### config.mk
export PLATFORM = sky130hd
export DESIGN_NAME = fm_phase_top
export DESIGN_NICKNAME = d
export VERILOG_FILES = /design/src/common/fm_pkg.sv /design/src/logic/slot_delay.sv /design/src/logic/slot_timer.sv /design/src/logic/fm_regs.sv /design/src/phase/phase_gen.sv /design/src/logic/fm_phase_top.sv
export SDC_FILE = /design/constraint.sdc
export NUM_CORES = 1
export LEC_CHECK = 0
export ABC_CLOCK_PERIOD_IN_PS = 5100
export BUFFER_PORTS_ARGS = -buffer_cell sky130_fd_sc_hd__buf_2
export CORE_MARGIN = 2
export CORE_UTILIZATION = 31
export CTS_BUF_LIST = sky130_fd_sc_hd__clkbuf_2
export DETAILED_ROUTE_END_ITERATION = 10
export HOLD_SLACK_MARGIN = 0.12
export PLACE_DENSITY_LB_ADDON = 0.3
export SYNTH_ARGS = -nofsm -noshare
export SYNTH_HDL_FRONTEND = slang
export SYNTH_SLANG_ARGS = --single-unit
### constraint.sdc
create_clock -name clk -period 5.1 [get_ports clk]
set_clock_uncertainty 0.2 [all_clocks]
set_input_delay 0.255 -clock clk [delete_from_list [all_inputs] [get_ports clk]]
set_output_delay 0.255 -clock clk [all_outputs]
set_load 0.05 [all_outputs]
### src/common/fm_pkg.sv
// Phase section shared types
`default_nettype none

package fm_pkg;

	// Slot numbering, slot = operator * 6 + channel
	typedef logic [4:0] slot_t;
	typedef logic [2:0] chan_t;

	// Channel pitch settings
	typedef logic [10:0] fnum_t;
	typedef logic [2:0] block_t;

	// Operator settings
	typedef logic [3:0] mul_t;
	// Detune, bit 2 is the sign and bits 1..0 the amount
	typedef logic [2:0] dt1_t;

	// Block, fnum bit 10 and one rounding bit
	typedef logic [4:0] keycode_t;

	// Phase path widths
	typedef logic [16:0] phinc_t;
	typedef logic [19:0] phase_acc_t;
	typedef logic [9:0] phase_t;

	// Write port
	typedef logic [7:0] reg_addr_t;
	typedef logic [7:0] reg_data_t;

	// Six channels of four operators
	localparam int slot_count = 24;
	localparam int chan_count = 6;

	//////////////////////////////////////////////////
	// Register map

	// Operator mask in 7..4, channel in 2..0
	localparam reg_addr_t addr_keyon = 8'h28;
	// Plus slot, detune in 6..4 and multiplier in 3..0
	localparam reg_addr_t addr_op_base = 8'h30;
	// Plus channel, low eight fnum bits
	localparam reg_addr_t addr_fnum_lo = 8'hA0;
	// Plus channel, block in 5..3 and fnum high bits in 2..0
	localparam reg_addr_t addr_fnum_hi = 8'hA8;

endpackage

`default_nettype wire

### src/logic/slot_delay.sv
// Clocked delay line
`timescale 1ns/1ns
`default_nettype none

module slot_delay #(
	parameter int width = 1,
	parameter int stages = 1
) (
	input  wire              clk,
	input  wire              rst,
	input  wire [width-1:0]  din,
	output logic [width-1:0] drop
);

	// One register per stage, index 0 is the newest
	logic [width-1:0] sr [stages];

	always_ff @(posedge clk) begin
		if (rst) begin
			for (int i = 0; i < stages; i++)
				sr[i] <= '0;
		end else begin
			sr[0] <= din;
			for (int i = 1; i < stages; i++)
				sr[i] <= sr[i-1];
		end
	end

	// Oldest value leaves here
	assign drop = sr[stages-1];

endmodule

`default_nettype wire

### src/logic/slot_timer.sv
// Operator slot timer
`timescale 1ns/1ns
`default_nettype none

module slot_timer (
	input  wire            clk,
	input  wire            rst,
	output fm_pkg::slot_t  slot_cnt,
	output logic           zero,
	output fm_pkg::slot_t  kc_slot,
	output fm_pkg::slot_t  phase_slot
);

	//////////////////////////////////////////////////
	// Free-running slot counter

	always_ff @(posedge clk) begin
		if (rst)
			slot_cnt <= '0;
		else if (slot_cnt == fm_pkg::slot_t'(fm_pkg::slot_count - 1))
			slot_cnt <= '0;
		else
			slot_cnt <= slot_cnt + 5'd1;
	end

	// Start of a round
	assign zero = (slot_cnt == '0);

	//////////////////////////////////////////////////
	// Slots seen at the delayed outputs

	// Key code leaves two stages after stage I
	assign kc_slot = (slot_cnt >= 5'd2) ?
		slot_cnt - 5'd2 :
		slot_cnt + fm_pkg::slot_t'(fm_pkg::slot_count - 2);

	// Phase leaves seven stages after stage I
	assign phase_slot = (slot_cnt >= 5'd7) ?
		slot_cnt - 5'd7 :
		slot_cnt + fm_pkg::slot_t'(fm_pkg::slot_count - 7);

endmodule

`default_nettype wire

### src/logic/fm_regs.sv
// Channel and operator registers
`timescale 1ns/1ns
`default_nettype none

module fm_regs (
	input  wire                clk,
	input  wire                rst,
	input  wire                wr,
	input  wire fm_pkg::reg_addr_t addr,
	input  wire fm_pkg::reg_data_t data,
	input  wire fm_pkg::slot_t slot_cnt,
	output fm_pkg::fnum_t      fnum,
	output fm_pkg::block_t     block,
	output fm_pkg::dt1_t       dt1,
	output fm_pkg::mul_t       mul,
	output logic               keyon
);

	// Per channel pitch
	fm_pkg::fnum_t  fnum_tab  [fm_pkg::chan_count];
	fm_pkg::block_t block_tab [fm_pkg::chan_count];
	// Per operator settings
	fm_pkg::dt1_t   dt1_tab   [fm_pkg::slot_count];
	fm_pkg::mul_t   mul_tab   [fm_pkg::slot_count];
	// Key level and key-on waiting for its slot
	logic [fm_pkg::slot_count-1:0] key_on;
	logic [fm_pkg::slot_count-1:0] key_pend;

	// Stage slots for II to V
	fm_pkg::slot_t slot_ii;
	fm_pkg::slot_t slot_iii;
	fm_pkg::slot_t slot_iv;
	fm_pkg::slot_t slot_v;
	fm_pkg::chan_t rd_chan;

	// Write decode
	fm_pkg::chan_t wr_chan;
	fm_pkg::chan_t kon_chan;
	fm_pkg::slot_t wr_slot;
	logic fnum_lo_hit;
	logic fnum_hi_hit;
	logic op_hit;
	logic kon_hit;

	//////////////////////////////////////////////////
	// Address decode

	assign wr_chan  = addr[2:0];
	assign kon_chan = data[2:0];
	assign wr_slot  = fm_pkg::slot_t'(addr - fm_pkg::addr_op_base);

	// Channels 6 and 7 fall through
	assign fnum_lo_hit = wr && (addr[7:3] == fm_pkg::addr_fnum_lo[7:3]) &&
		(int'(wr_chan) < fm_pkg::chan_count);
	assign fnum_hi_hit = wr && (addr[7:3] == fm_pkg::addr_fnum_hi[7:3]) &&
		(int'(wr_chan) < fm_pkg::chan_count);
	// 0x30 up to 0x47
	assign op_hit = wr && (addr >= fm_pkg::addr_op_base) &&
		(int'(addr) < int'(fm_pkg::addr_op_base) + fm_pkg::slot_count);
	assign kon_hit = wr && (addr == fm_pkg::addr_keyon) &&
		(int'(kon_chan) < fm_pkg::chan_count);

	//////////////////////////////////////////////////
	// Tables

	always_ff @(posedge clk) begin
		if (rst) begin
			for (int c = 0; c < fm_pkg::chan_count; c++) begin
				fnum_tab[c]  <= '0;
				block_tab[c] <= '0;
			end
			for (int s = 0; s < fm_pkg::slot_count; s++) begin
				dt1_tab[s] <= '0;
				mul_tab[s] <= '0;
			end
		end else begin
			if (fnum_lo_hit)
				fnum_tab[wr_chan][7:0] <= data;
			// High write carries block too
			if (fnum_hi_hit) begin
				fnum_tab[wr_chan][10:8] <= data[2:0];
				block_tab[wr_chan]      <= data[5:3];
			end
			if (op_hit) begin
				dt1_tab[wr_slot] <= data[6:4];
				mul_tab[wr_slot] <= data[3:0];
			end
		end
	end

	//////////////////////////////////////////////////
	// Key state

	always_ff @(posedge clk) begin
		if (rst) begin
			key_on   <= '0;
			key_pend <= '0;
		end else begin
			// Flag is used up once its slot passes stage II
			key_pend[slot_ii] <= 1'b0;
			if (kon_hit) begin
				// Mask bit 4 is operator 0
				for (int op = 0; op < 4; op++) begin
					key_on[op * fm_pkg::chan_count + int'(kon_chan)] <= data[4 + op];
					// Only a rising key restarts the phase
					if (data[4 + op] && !key_on[op * fm_pkg::chan_count + int'(kon_chan)])
						key_pend[op * fm_pkg::chan_count + int'(kon_chan)] <= 1'b1;
				end
			end
		end
	end

	//////////////////////////////////////////////////
	// Slot tracking

	// Reset values sit one round behind slot 0
	always_ff @(posedge clk) begin
		if (rst) begin
			slot_ii  <= fm_pkg::slot_t'(fm_pkg::slot_count - 1);
			slot_iii <= fm_pkg::slot_t'(fm_pkg::slot_count - 2);
			slot_iv  <= fm_pkg::slot_t'(fm_pkg::slot_count - 3);
			slot_v   <= fm_pkg::slot_t'(fm_pkg::slot_count - 4);
		end else begin
			slot_ii  <= slot_cnt;
			slot_iii <= slot_ii;
			slot_iv  <= slot_iii;
			slot_v   <= slot_iv;
		end
	end

	// Channel of the stage I slot
	assign rd_chan = fm_pkg::chan_t'(slot_cnt % fm_pkg::chan_count);

	// Read ports, each at its own stage
	assign fnum  = fnum_tab[rd_chan];
	assign block = block_tab[rd_chan];
	assign dt1   = dt1_tab[slot_ii];
	assign mul   = mul_tab[slot_v];
	assign keyon = key_pend[slot_ii];

endmodule

`default_nettype wire

### src/phase/phase_gen.sv
// Phase increment and accumulator pipeline
`timescale 1ns/1ns
`default_nettype none

module phase_gen (
	input  wire                clk,
	input  wire                rst,
	input  wire fm_pkg::fnum_t  fnum,
	input  wire fm_pkg::block_t block,
	input  wire fm_pkg::dt1_t   dt1,
	input  wire fm_pkg::mul_t   mul,
	input  wire                keyon,
	output fm_pkg::keycode_t   keycode,
	output fm_pkg::phase_t     phase
);

	// Stage II
	fm_pkg::phinc_t   phinc_ii;
	fm_pkg::keycode_t keycode_ii;
	// Stage III
	fm_pkg::phinc_t   phinc_iii;
	fm_pkg::dt1_t     dt1_iii;
	logic [5:0]       dt1_kf_iii;
	// Stage III detune terms
	logic [4:0]       pow2;
	logic [4:0]       dt1_unlim;
	logic [4:0]       dt1_limit;
	// Stage IV
	fm_pkg::phinc_t   phinc_iv;
	fm_pkg::dt1_t     dt1_iv;
	logic [4:0]       dt1_offset_iv;
	// Stages V and VI
	fm_pkg::phinc_t   phinc_v;
	fm_pkg::phinc_t   phinc_vi;
	// Accumulator loop
	fm_pkg::phase_acc_t phase_in;
	fm_pkg::phase_acc_t phase_drop;
	logic             keyon_vi;
	fm_pkg::phase_t   phase_vii;

	//////////////////////////////////////////////////
	// Stage I

	always_ff @(posedge clk) begin
		if (rst) begin
			phinc_ii   <= '0;
			keycode_ii <= '0;
		end else begin
			// Block 0 halves fnum, block n shifts left by n-1
			if (block == 3'd0)
				phinc_ii <= {7'd0, fnum[10:1]};
			else
				phinc_ii <= fm_pkg::phinc_t'({6'd0, fnum} << (block - 3'd1));
			// Rounding bit from fnum 9..7
			keycode_ii <= {block, fnum[10], fnum[10] ? (|fnum[9:7]) : (&fnum[9:7])};
		end
	end

	//////////////////////////////////////////////////
	// Stage II

	always_ff @(posedge clk) begin
		if (rst) begin
			dt1_kf_iii <= '0;
			dt1_iii    <= '0;
			phinc_iii  <= '0;
			keycode    <= '0;
		end else begin
			// Detune table index
			case (dt1[1:0])
				2'd1:    dt1_kf_iii <= {1'b0, keycode_ii} - 6'd4;
				2'd2:    dt1_kf_iii <= {1'b0, keycode_ii} + 6'd4;
				2'd3:    dt1_kf_iii <= {1'b0, keycode_ii} + 6'd8;
				default: dt1_kf_iii <= {1'b0, keycode_ii};
			endcase
			dt1_iii   <= dt1;
			phinc_iii <= phinc_ii;
			keycode   <= keycode_ii;
		end
	end

	//////////////////////////////////////////////////
	// Stage III

	always_comb begin
		// Fractional power of two, low index bits
		case (dt1_kf_iii[2:0])
			3'd0:    pow2 = 5'd16;
			3'd1:    pow2 = 5'd17;
			3'd2:    pow2 = 5'd19;
			3'd3:    pow2 = 5'd20;
			3'd4:    pow2 = 5'd22;
			3'd5:    pow2 = 5'd24;
			3'd6:    pow2 = 5'd26;
			default: pow2 = 5'd29;
		endcase
		// Octave from the top index bits
		case (dt1_kf_iii[5:3])
			3'd0:    dt1_unlim = {4'd0, pow2[4]};
			3'd1:    dt1_unlim = {3'd0, pow2[4:3]};
			3'd2:    dt1_unlim = {2'd0, pow2[4:2]};
			3'd3:    dt1_unlim = {1'd0, pow2[4:1]};
			3'd4:    dt1_unlim = pow2;
			// Includes the wrapped negative index
			default: dt1_unlim = 5'd0;
		endcase
		// Ceiling per detune amount
		case (dt1_iii[1:0])
			2'd2:    dt1_limit = 5'd16;
			2'd3:    dt1_limit = 5'd22;
			default: dt1_limit = 5'd8;
		endcase
	end

	always_ff @(posedge clk) begin
		if (rst) begin
			dt1_offset_iv <= '0;
			dt1_iv        <= '0;
			phinc_iv      <= '0;
		end else begin
			if (dt1_unlim > dt1_limit)
				dt1_offset_iv <= dt1_limit;
			else
				dt1_offset_iv <= dt1_unlim;
			dt1_iv   <= dt1_iii;
			phinc_iv <= phinc_iii;
		end
	end

	//////////////////////////////////////////////////
	// Stage IV

	always_ff @(posedge clk) begin
		if (rst)
			phinc_v <= '0;
		else if (dt1_iv[1:0] == 2'd0)
			phinc_v <= phinc_iv;
		// Sign bit set subtracts
		else if (dt1_iv[2])
			phinc_v <= phinc_iv - {12'd0, dt1_offset_iv};
		else
			phinc_v <= phinc_iv + {12'd0, dt1_offset_iv};
	end

	//////////////////////////////////////////////////
	// Stage V

	always_ff @(posedge clk) begin
		if (rst)
			phinc_vi <= '0;
		// Multiplier 0 means one half
		else if (mul == 4'd0)
			phinc_vi <= {1'b0, phinc_v[16:1]};
		else
			phinc_vi <= phinc_v * {13'd0, mul};
	end

	//////////////////////////////////////////////////
	// Stage VI and output

	// Key-on restarts the slot from zero
	assign phase_in = keyon_vi ? '0 : phase_drop + {3'd0, phinc_vi};

	always_ff @(posedge clk) begin
		if (rst) begin
			phase_vii <= '0;
			phase     <= '0;
		end else begin
			phase_vii <= phase_in[19:10];
			phase     <= phase_vii;
		end
	end

	// One accumulator per slot, back after a full round
	slot_delay #(
		.width  (20),
		.stages (24)
	) u_phsh (
		.clk  (clk),
		.rst  (rst),
		.din  (phase_in),
		.drop (phase_drop)
	);

	// Key-on from stage II to stage VI
	slot_delay #(
		.width  (1),
		.stages (4)
	) u_konsh (
		.clk  (clk),
		.rst  (rst),
		.din  (keyon),
		.drop (keyon_vi)
	);

endmodule

`default_nettype wire

### src/logic/fm_phase_top.sv
// FM phase section top
`timescale 1ns/1ns
`default_nettype none

module fm_phase_top (
	input  wire                    clk,
	input  wire                    rst,
	// Register writes
	input  wire                    wr,
	input  wire fm_pkg::reg_addr_t addr,
	input  wire fm_pkg::reg_data_t data,
	// Round start
	output logic                   zero,
	// Key code and its slot
	output fm_pkg::slot_t          kc_slot,
	output fm_pkg::keycode_t       keycode,
	// Phase and its slot
	output fm_pkg::slot_t          phase_slot,
	output fm_pkg::phase_t         phase
);

	// Stage I slot
	fm_pkg::slot_t  slot_cnt;
	// Register read-out into the pipeline
	fm_pkg::fnum_t  fnum;
	fm_pkg::block_t block;
	fm_pkg::dt1_t   dt1;
	fm_pkg::mul_t   mul;
	logic           keyon;

	slot_timer u_timer (
		.clk        (clk),
		.rst        (rst),
		.slot_cnt   (slot_cnt),
		.zero       (zero),
		.kc_slot    (kc_slot),
		.phase_slot (phase_slot)
	);

	fm_regs u_regs (
		.clk      (clk),
		.rst      (rst),
		.wr       (wr),
		.addr     (addr),
		.data     (data),
		.slot_cnt (slot_cnt),
		.fnum     (fnum),
		.block    (block),
		.dt1      (dt1),
		.mul      (mul),
		.keyon    (keyon)
	);

	phase_gen u_pg (
		.clk     (clk),
		.rst     (rst),
		.fnum    (fnum),
		.block   (block),
		.dt1     (dt1),
		.mul     (mul),
		.keyon   (keyon),
		.keycode (keycode),
		.phase   (phase)
	);

endmodule

`default_nettype wire

=== Yosys cells after proc, flatten, opt, wreduce, memory -nomap -nowiden ===
Memories as Yosys holds them, arrays and structs flattened. A register that Yosys moved wholly into a read port is not among the register bits.
Cells that the tools add are included.

* Register bits after elaboration: 200
* Latch bits: 0
* Memory bits (writable): 736
* Memory bits (read-only): 0
* Output and inout port bits: 26
* Word-level logic and storage cells: 257
* Memories: 6

{| class="wikitable"
|+ Memories
! memory !! depth !! width !! rd ports !! clocked after Yosys merged registers in !! wr ports !! line !! text
|-
| u_pg.u_phsh.sr || 24 || 20 || 24 || 0 || 24 || slot_delay.sv:16 || <nowiki>logic [width-1:0] sr [stages];</nowiki>
|-
| u_regs.mul_tab || 24 || 4 || 1 || 1 || 24 || fm_regs.sv:24 || <nowiki>fm_pkg::mul_t mul_tab [fm_pkg::slot_count];</nowiki>
|-
| u_regs.dt1_tab || 24 || 3 || 1 || 1 || 24 || fm_regs.sv:23 || <nowiki>fm_pkg::dt1_t dt1_tab [fm_pkg::slot_count];</nowiki>
|-
| u_regs.fnum_tab || 6 || 11 || 1 || 0 || 6 || fm_regs.sv:20 || <nowiki>fm_pkg::fnum_t fnum_tab [fm_pkg::chan_count];</nowiki>
|-
| u_regs.block_tab || 6 || 3 || 1 || 0 || 6 || fm_regs.sv:21 || <nowiki>fm_pkg::block_t block_tab [fm_pkg::chan_count];</nowiki>
|-
| u_pg.u_konsh.sr || 4 || 1 || 4 || 0 || 4 || slot_delay.sv:16 ||
|}

* Add/subtract/negate cells: 16
* Multiply operators: 1
* Divide/modulo/power cells: 1
* Magnitude comparators: 17
* Equal/unequal tests: 19
* Shift operators: 1
* Multiplexer cells: 105
* Bitwise logic cells: 34
* Reduce and logical (&&, ||, !) cells: 36

{| class="wikitable"
|+ Operator list
! operator !! number
|-
| $mux 20 || 25
|-
| $mux 24 || 11
|-
| $bwmux 24 || 4
|-
| $ge 32x1->1 const B || 3
|-
| $lt 32x7->1 const B || 3
|-
| $or 24x24->24 || 3
|-
| $mux 5 || 7
|-
| $mux 17 || 2
|-
| $mux 1 || 33
|-
| $mod 5x3->32 const B || 1
|-
| $or 1x1->1 || 28
|-
| $pmux 4 s7 || 1
|-
| $pmux 5 s5 || 1
|-
| $and 24x24->24 || 1
|-
| $not 24->24 || 1
|-
| $or 24x8->24 || 1
|-
| $add 20x17->20 || 1
|-
| $bmux 1 s5 || 4
|-
| $demux 1 s5 || 4
|-
| $pmux 6 s3 || 1
|-
| $add 17x5->17 || 1
|-
| $logic_and 1x1->1 || 17
|-
| $mul 17x4->17 || 1
|-
| $shl 11x3->17 || 1
|-
| 49 further kinds || 75
|}

=== Depth between registers and ports, before layout ===
Gate-level depths: netlist of run 1.

* Depth in word-level cells: 21
* Gate-level depth with buffers: 21
* Mapped depth without buffers: 18

=== Hierarchy ===
Synthesis of run 1 repeated with hierarchy kept, for this count alone.

* Cell total of the unflattened synthesis: 3476
* Area, all modules: 40357.5 µm²

{| class="wikitable"
|+ By module, submodules not included
! module !! instances !! cells each !! area an instance (µm²) !! seq. area each (µm²)
|-
| fm_regs || 1 || 1404 || 18524.0 || 11451.0
|-
| slot_delay (u_pg.u_phsh) || 1 || 1033 || 13050.0 || 9609.2
|-
| phase_gen || 1 || 988 || 8319.2 || 2602.5
|-
| slot_timer || 1 || 43 || 359.1 || 100.1
|-
| slot_delay (u_pg.u_konsh) || 1 || 8 || 105.1 || 80.1
|}

=== Worst setup path before layout of run 1 ===
No wires, ideal clock.

* Path kind: register -> register
* Start point: reg (tool-made name)
* End point: reg u_pg.phinc_vi[16]
* Data arrival time: 5.368 ns
* Required time: 4.768 ns
* Path slack: -0.600 ns
* Cell stages (with the launch flop): 21
* Period minus slack after synthesis: 5.700 ns
* Cells stage by stage: dfxtp_1 buf_6 buf_6 mux4_2 mux4_2 mux2_2 clkbuf_1 nand2_1 fa_1 fa_1 inv_1 fa_1 a21oi_1 o21bai_1 a2111oi_0 o311ai_0 a21o_1 a21o_1 a31oi_1 xnor2_1 nor3_1

{| class="wikitable"
|+ RTL lines
! element !! line !! text
|-
| end signal: assignment || phase_gen.sv:153 || <nowiki>phinc_vi <= {1'b0, phinc_v[16:1]};</nowiki>
|-
| end signal: assignment || phase_gen.sv:155 || <nowiki>phinc_vi <= phinc_v * {13'd0, mul};</nowiki>
|-
| end: declaration || phase_gen.sv:34 || <nowiki>fm_pkg::phinc_t phinc_vi;</nowiki>
|}

==> impl_metrics.tcl, run 1 <==
set metrics [dict create \
    root_buffer "clkbuf_2" \
    rsz0062_at_grt "yes" \
    crit_buf_inv 3 \
    drt_pass1_iterations 5 \
    dp_hpwl_um 56000 \
    num_rows 131 \
    synth_cell_types 84 \
    ant_nets 0 \
    max_stage_delay_ns 0.53 \
    status "finished, violations left" \
    worstSkewPairLatency_ns 1.49 \
    reg2regPathDepth 19 \
    netlist_top_cells_area "dfxtp_1 (33%), edfxtp_1 (25%), nor2b_1 (8.4%), mux4_2 (5.5%), ha_1 (2.4%)" \
    reg2reg_setup_slack_ns -0.20 \
    die_h_um 363 \
    cp-end-kind "flip-flop" \
    relSlewSlack 0.317 \
    synth_top_area_frac 0.334 \
    fp.coreArea_um2 128000 \
    vias_per_cell 4.65 \
    ir_drop_mv 0.225 \
    achievable-frequency_ghz 0.189 \
    tightest_slew_ns 1.02 \
    drive_above_1_share 0.184 \
    crit_path_max_fanout 5 \
    num_io_pins 45 \
    crit_type "flip-flop to flip-flop" \
    drtIter0Drc 1820 \
    setup_viol 4 \
    track_usage 0.139 \
    synth_ff_type "dfxtp_1" \
    fin_crit_ns 5.30 \
    leakage_nw 17.8 \
    synthArstFlopShare 0 \
    io_buffers 44 \
    wl_per_cell_um 16.0 \
    path_clk_slew_ns 0.10 \
    drc_errors 0 \
    report.final.hold_viol_count 0 \
    ys.warnings.count 0 \
    synth_edf_count 336 \
    finalCritPeriodShare 1.04 \
    hold_depth 1 \
    die_w_um 363 \
    netlist_area_um2 40000 \
    yosys.area.top_type "dfxtp_1" \
    worstPathRequired_ns 6.15 \
    wirelength_um 91300 \
    syn_inst 3488 \
    setup_ws_ns -0.202 \
    slew_viol_final 0 \
    synth_commonest_cells "dfxtp_1 (667), nor2b_1 (534), edfxtp_1 (336), nand2_1 (199), nor2_1 (192)" \
    htreeDepth 5 \
    worstPathCellList "buf_12, clkbuf_16, mux4_2, mux4_2, mux2_4, nand2_2, fa_1, fa_1, inv_2, fa_2, a21oi_2, o21bai_2, a2111oi_4, o311ai_2, a21o_1, a21o_1, a31oi_2, xnor2_1, nor3_1" \
    start_kind "flip-flop" \
    hold_ws_ns 0.146 \
    ys_seq_area_frac 0.586 \
    antenna_found_initial 4 \
    cts_buffers 275 \
    nNetsFinal 3973 \
    cts_buffer_depth 4 \
    grt_max_degree 241 \
    dieArea_um2 132000 \
    grt_pass1_vias 26981 \
    yosysMostFrequentCell "dfxtp_1" \
    grt_pass1_wl_um 147000 \
    grt_overflow 0 \
    r2r_end "u_pg.phinc_vi[16]" \
    synth_seq_cells 1003 \
    area_delta_synth_final_pct 14.9 \
    cts_tree "done" \
    syn_avg_cell_area_um2 11.5 \
    min_to "u_pg.u_phsh.sr[0][457]" \
    hp-start "u_pg.u_phsh.sr[0][437]" \
    cellPowerDensity_nw_per_um2 363 \
    crit_family "compound AO/OA/AOI/OAI gates" \
    cts.sinks 1003 \
    maxCapViolations 0 \
    cp_slowest_cell "fa_1" \
    pre_cts_slack_ns -0.261 \
    cp.depth 19 \
    gp_congestion 0.800 \
    hold_path_class "flip-flop to flip-flop" \
    tns_ns -0.474 \
    violations "negative setup slack" \
    arrival_ns 6.35 \
    vias 26426 \
    initial_utilization 0.313 \
]
-- layer usage --
layer	part of all wire	track usage
met4	0.022	0.0599
met1	0.46	0.185
met3	0.053	0.0314
met2	0.46	0.217
met5	0	0
-- final cells by class --
cell class	count	area, µm²
Antenna cell	5	12.5
Clock buffer	388	1940
Clock inverter	61	293
Fill cell	12935	81900
Inverter	79	298
Multi-Input combinational cell	2238	15700
Sequential cell	1003	23400
Tap cell	1662	2080
Timing Repair Buffer	251	2210
-- worst register-to-register path: cells and delay by family (launching register included) --
| family | cells | cell delay (ns) |
|---|---|---|
| and+or+nand+nor | 2 | 0.13 |
| muxes | 3 | 1.28 |
| AOI/OAI and AO/OA | 7 | 1.34 |
| buffers and inverters | 3 | 0.34 |
| xor gates and xnor gates | 1 | 0.13 |
| DFF | 1 | 0.40 |
| adders and majority gates | 3 | 1.32 |
-- logic make-up after synthesis --
kind of cell	Yosys count	share of synthesized area
xor+xnor	51	0.0116
other cells	1	0.0000937
compound gates	455	0.0704
fa+ha+maj	106	0.0388
buf+inv	330	0.0348
mux	149	0.0682
flops	1003	0.586
simple gates	1393	0.190
-- worst max path at each step --
stage / end / slack (ns)
3_3_place_gp: u_pg.phinc_vi[16] / -0.19
5_1_grt: u_pg.phinc_vi[16] / -0.43
6_report: u_pg.phinc_vi[16] / -0.20
3_5_place_dp: u_pg.phinc_vi[16] / -0.26
4_1_cts: u_pg.phinc_vi[16] / -0.19
2_1_floorplan: u_pg.phinc_vi[16] / -0.04
-- flip-flops by register name (all words and copies together), names as in the netlist, 4 cells and up, named ones only --
register            count
u_pg.u_phsh.sr        462
u_regs.mul_tab        128
u_regs.dt1_tab         96
u_regs.fnum_tab        88
u_regs.block_tab       24
u_regs.key_on          24
u_regs.key_pend        24
u_pg.phinc_ii          17
u_pg.phinc_iii         17
u_pg.phinc_iv          17
u_pg.phinc_v           17
u_pg.phinc_vi          17
u_pg.phase              9
u_pg.phase_vii          9
u_pg.dt1_kf_iii         6
u_pg.dt1_offset_iv      5
u_pg.keycode_ii         5
u_regs.slot_ii          5
u_regs.slot_iii         5
u_regs.slot_iv          5
u_timer.slot_cnt        5
u_pg.u_konsh.sr         4
-- metrics by stage --
stage | total power, W | util | cells | area [µm²]
finish | 0.0167 | 0.359 | 5687 | 46000
global route | 0.0177 | 0.359 | 5686 | 45900
CTS | 0.0169 | 0.358 | 5675 | 45800
detailed placement | 0.0115 | 0.332 | 5128 | 42500
global placement | 0.0114 | 0.332 | 5128 | 42500
floorplan | 0.0108 | - | 3571 | 40400
-- report_power, final --
group | internal [W] | total, W | switching, W
logic | 0.00109 | 0.00258 | 0.00149
registers | 0.00859 | 0.00878 | 0.000193
clock network | 0.00212 | 0.00531 | 0.00319
total | 0.0118 | 0.0167 | 0.00487
-- layout by cell type (no fill, tap or decap), drive strengths merged, types with 21 or more instances in the layout --
| master | synthesis | routed |
|---|---|---|
| mux4 | 98 | 98 |
| nand3 | 80 | 80 |
| o21ai | 153 | 153 |
| conb | 1 | 84 |
| dfxtp | 667 | 667 |
| edfxtp | 336 | 336 |
| clkinv | 1 | 57 |
| o211ai | 56 | 56 |
| a21oi | 118 | 118 |
| dlygate4sd3 | 0 | 86 |
| buf | 66 | 164 |
| nand2 | 200 | 200 |
| clkbuf | 185 | 389 |
| nor2 | 192 | 192 |
| nor3 | 115 | 115 |
| xnor2 | 34 | 34 |
| inv | 78 | 81 |
| ha | 76 | 76 |
| mux2i | 45 | 45 |
| nor2b | 534 | 534 |
| fa | 30 | 30 |
| a211oi | 21 | 21 |
| nand4 | 56 | 56 |
| and2 | 120 | 120 |
-- timing repair --
item                                     CTS  global route
pin swaps                                  2             8
endpoints found under the hold margin   1253             6
endpoints found under the setup margin     5            12
hold buffers                              93             1
gates cloned                               1             1
resized for setup                          6            14
buffers inserted                           4             6
No activity file was read; power rests on OpenSTA's default activity.
==> run 2, diff against run 1 <==
Settings changed: ABC_CLOCK_PERIOD_IN_PS 5100 to 6000, MAX_ROUTING_LAYER from default to met4.
Clock period 5.1 ns to 6 ns, I/O delays scaled along.
==> run 2 against run 1 <==
Net effect:
- the run now ends clean
- worst setup slack improved by 0.49 ns
- register-to-register slack better by 0.49 ns
- total power decreased by 15%
- core utilization is 0.52 points lower
- global-route usage barely moved
- hold slack better by 0.018 ns
- first-iteration DRC count shrank 5.9%
- largest cell class unchanged
- highest routed layer unchanged
==> impl_metrics.tcl, run 2 (synthesis gave the netlist of run 1 again) <==
set metrics [dict create \
    status "completed" \
    arrival_ns 6.78 \
    cts.sinks 1003 \
    num_rows 131 \
    slew_viol_final 0 \
    path_clk_slew_ns 0.11 \
    cellPowerDensity_nw_per_um2 312 \
    cts_tree "done" \
    relSlewSlack 0.0498 \
    grt_overflow 0 \
    cp-end-kind "flip-flop" \
    start_kind "flip-flop" \
    p_total_w 0.0141 \
    die_w_um 363 \
    root_buffer "clkbuf_2" \
    achievable-frequency_ghz 0.175 \
    dp_hpwl_um 53800 \
    ir_drop_mv 0.183 \
    initial_utilization 0.313 \
    cts_buffer_depth 4 \
    drtIter0Drc 1712 \
    reg_top3 "u_pg.u_phsh.sr x462, u_regs.mul_tab x128, u_regs.dt1_tab x96" \
    track_usage 0.139 \
    cp_slowest_cell "fa_1" \
    gp_congestion 0.806 \
    place_inst 5094 \
    fin_crit_ns 5.71 \
    dieArea_um2 132000 \
    worstPathCellList "buf_12, mux4_2, mux4_2, mux2_2, nand2_1, fa_1, fa_1, inv_1, fa_1, a21oi_1, o21bai_1, a2111oi_1, buf_4, o311ai_0, a21o_1, a21o_1, a31oi_1, xnor2_1, nor3_1" \
    ant_nets 0 \
    die_h_um 363 \
    hold_path_class "flip-flop to flip-flop" \
    cp_common_cell "fa_1" \
    finalCritPeriodShare 0.951 \
    num_io_pins 45 \
    setup_viol 0 \
    drt_pass1_iterations 6 \
    worstSkewPairLatency_ns 1.53 \
    nNetsFinal 3921 \
    fp.coreArea_um2 128000 \
    worstPathRequired_ns 7.07 \
    wirelength_um 89500 \
    io_buffers 44 \
    area_delta_synth_final_pct 13.2 \
    max_stage_delay_ns 0.54 \
    tns_ns 0 \
    cts_buffers 278 \
    vias 26249 \
    grt_pass1_vias 26265 \
    final_common_cell "dfxtp_1" \
    maxCapViolations 0 \
    largest_register_ffs 462 \
    final_cells 5629 \
    crit_path_max_fanout 16 \
    wl_per_cell_um 15.9 \
    layout_common_cells "dfxtp_1 (665), nor2b_1 (534), clkbuf_2 (399)" \
    grt_max_degree 237 \
    rsz0062_at_grt "no" \
    top_register "u_pg.u_phsh.sr" \
    crit_type "flip-flop to flip-flop" \
    grt_pass1_wl_um 143000 \
    htreeDepth 5 \
    antenna_found_initial 4 \
    vias_per_cell 4.66 \
    report.final.hold_viol_count 0 \
    drc_errors 0 \
    drive_above_1_share 0.173 \
    leakage_nw 17.5 \
    tightest_slew_ns 1.41 \
]
==> run 2: cell count changes in the layout (fill, tap and decap cells not counted), moves of 7 or more <==
cell           before  now
buf_4             105   71
clkinv_1           50   34
dlygate4sd3_1      86   72
clkbuf_2          388  399
a21oi_1           111  118
a21oi_2             7    0
==> run 2: per-stage QoR <==
step           area, µm²   util  hold WS, ns  setup WS [ns]
3_3_place_gp       42100  0.330        0.191          0.217
2_1_floorplan      40300      -        0.189          0.300
3_5_place_dp       42100  0.330        0.194          0.237
4_1_cts            45200  0.354        0.140          0.159
5_1_grt            45300  0.354        0.137         0.0243
6_report           45300  0.354        0.164          0.292
==> run 2: final cells by class <==
| cell class | instances | area, µm² |
|---|---|---|
| Antenna cell | 7 | 17.5 |
| Clock buffer | 399 | 2000 |
| Clock inverter | 45 | 253 |
| Fill cell | 12871 | 82600 |
| Inverter | 79 | 298 |
| Multi-Input combinational cell | 2238 | 15500 |
| Sequential cell | 1003 | 23400 |
| Tap cell | 1662 | 2080 |
| Timing Repair Buffer | 196 | 1670 |
==> run 2: power breakdown <==
group / switching (W) / leakage (nW) / internal (W)
Sequential: 0.000158 / 8.60 / 0.00730
Clock: 0.00269 / 1.79 / 0.00188
Combinational: 0.00123 / 7.13 / 0.000856
==> run 2: final timing paths <==
kind	start	end	slack (ns)	cells past startpoint
setup / recovery	flip-flop	u_pg.phinc_vi[16]	0.29	19
hold / removal	u_pg.phinc_iii[3]	u_pg.phinc_iv[3]	0.16	1
setup reg to reg	flip-flop	u_pg.phinc_vi[16]	0.29	19
hold reg to reg	u_pg.phinc_iii[3]	u_pg.phinc_iv[3]	0.16	1
==> run 2: repair_timing <==
action / in CTS / in global routing
hold buffers: 76 / 1
setup buffers: 0 / 8
hold endpoints to repair: 1243 / 30
resized for setup: 0 / 2
endpoints found under the setup margin: 0 / 3
==> run 2: critical path: cells and delay by family (launching register included) <==
kind | cells | cell delay, ns
xor+xnor | 1 | 0.14
simple gates | 2 | 0.16
fa+ha+maj | 3 | 1.43
compound gates | 7 | 1.44
flops | 1 | 0.38
buf+inv | 3 | 0.41
mux | 3 | 1.36
==> run 2: per-layer routing <==
metal	share of wire	vias to the layer above	GRT usage	routed length [µm]
li1	-	12751	-	-
met1	0.47	12690	0.181	42000
met2	0.46	654	0.210	40800
met3	0.051	154	0.0314	4550
met4	0.023	0	0.0571	2080
met5	0	-	-	0
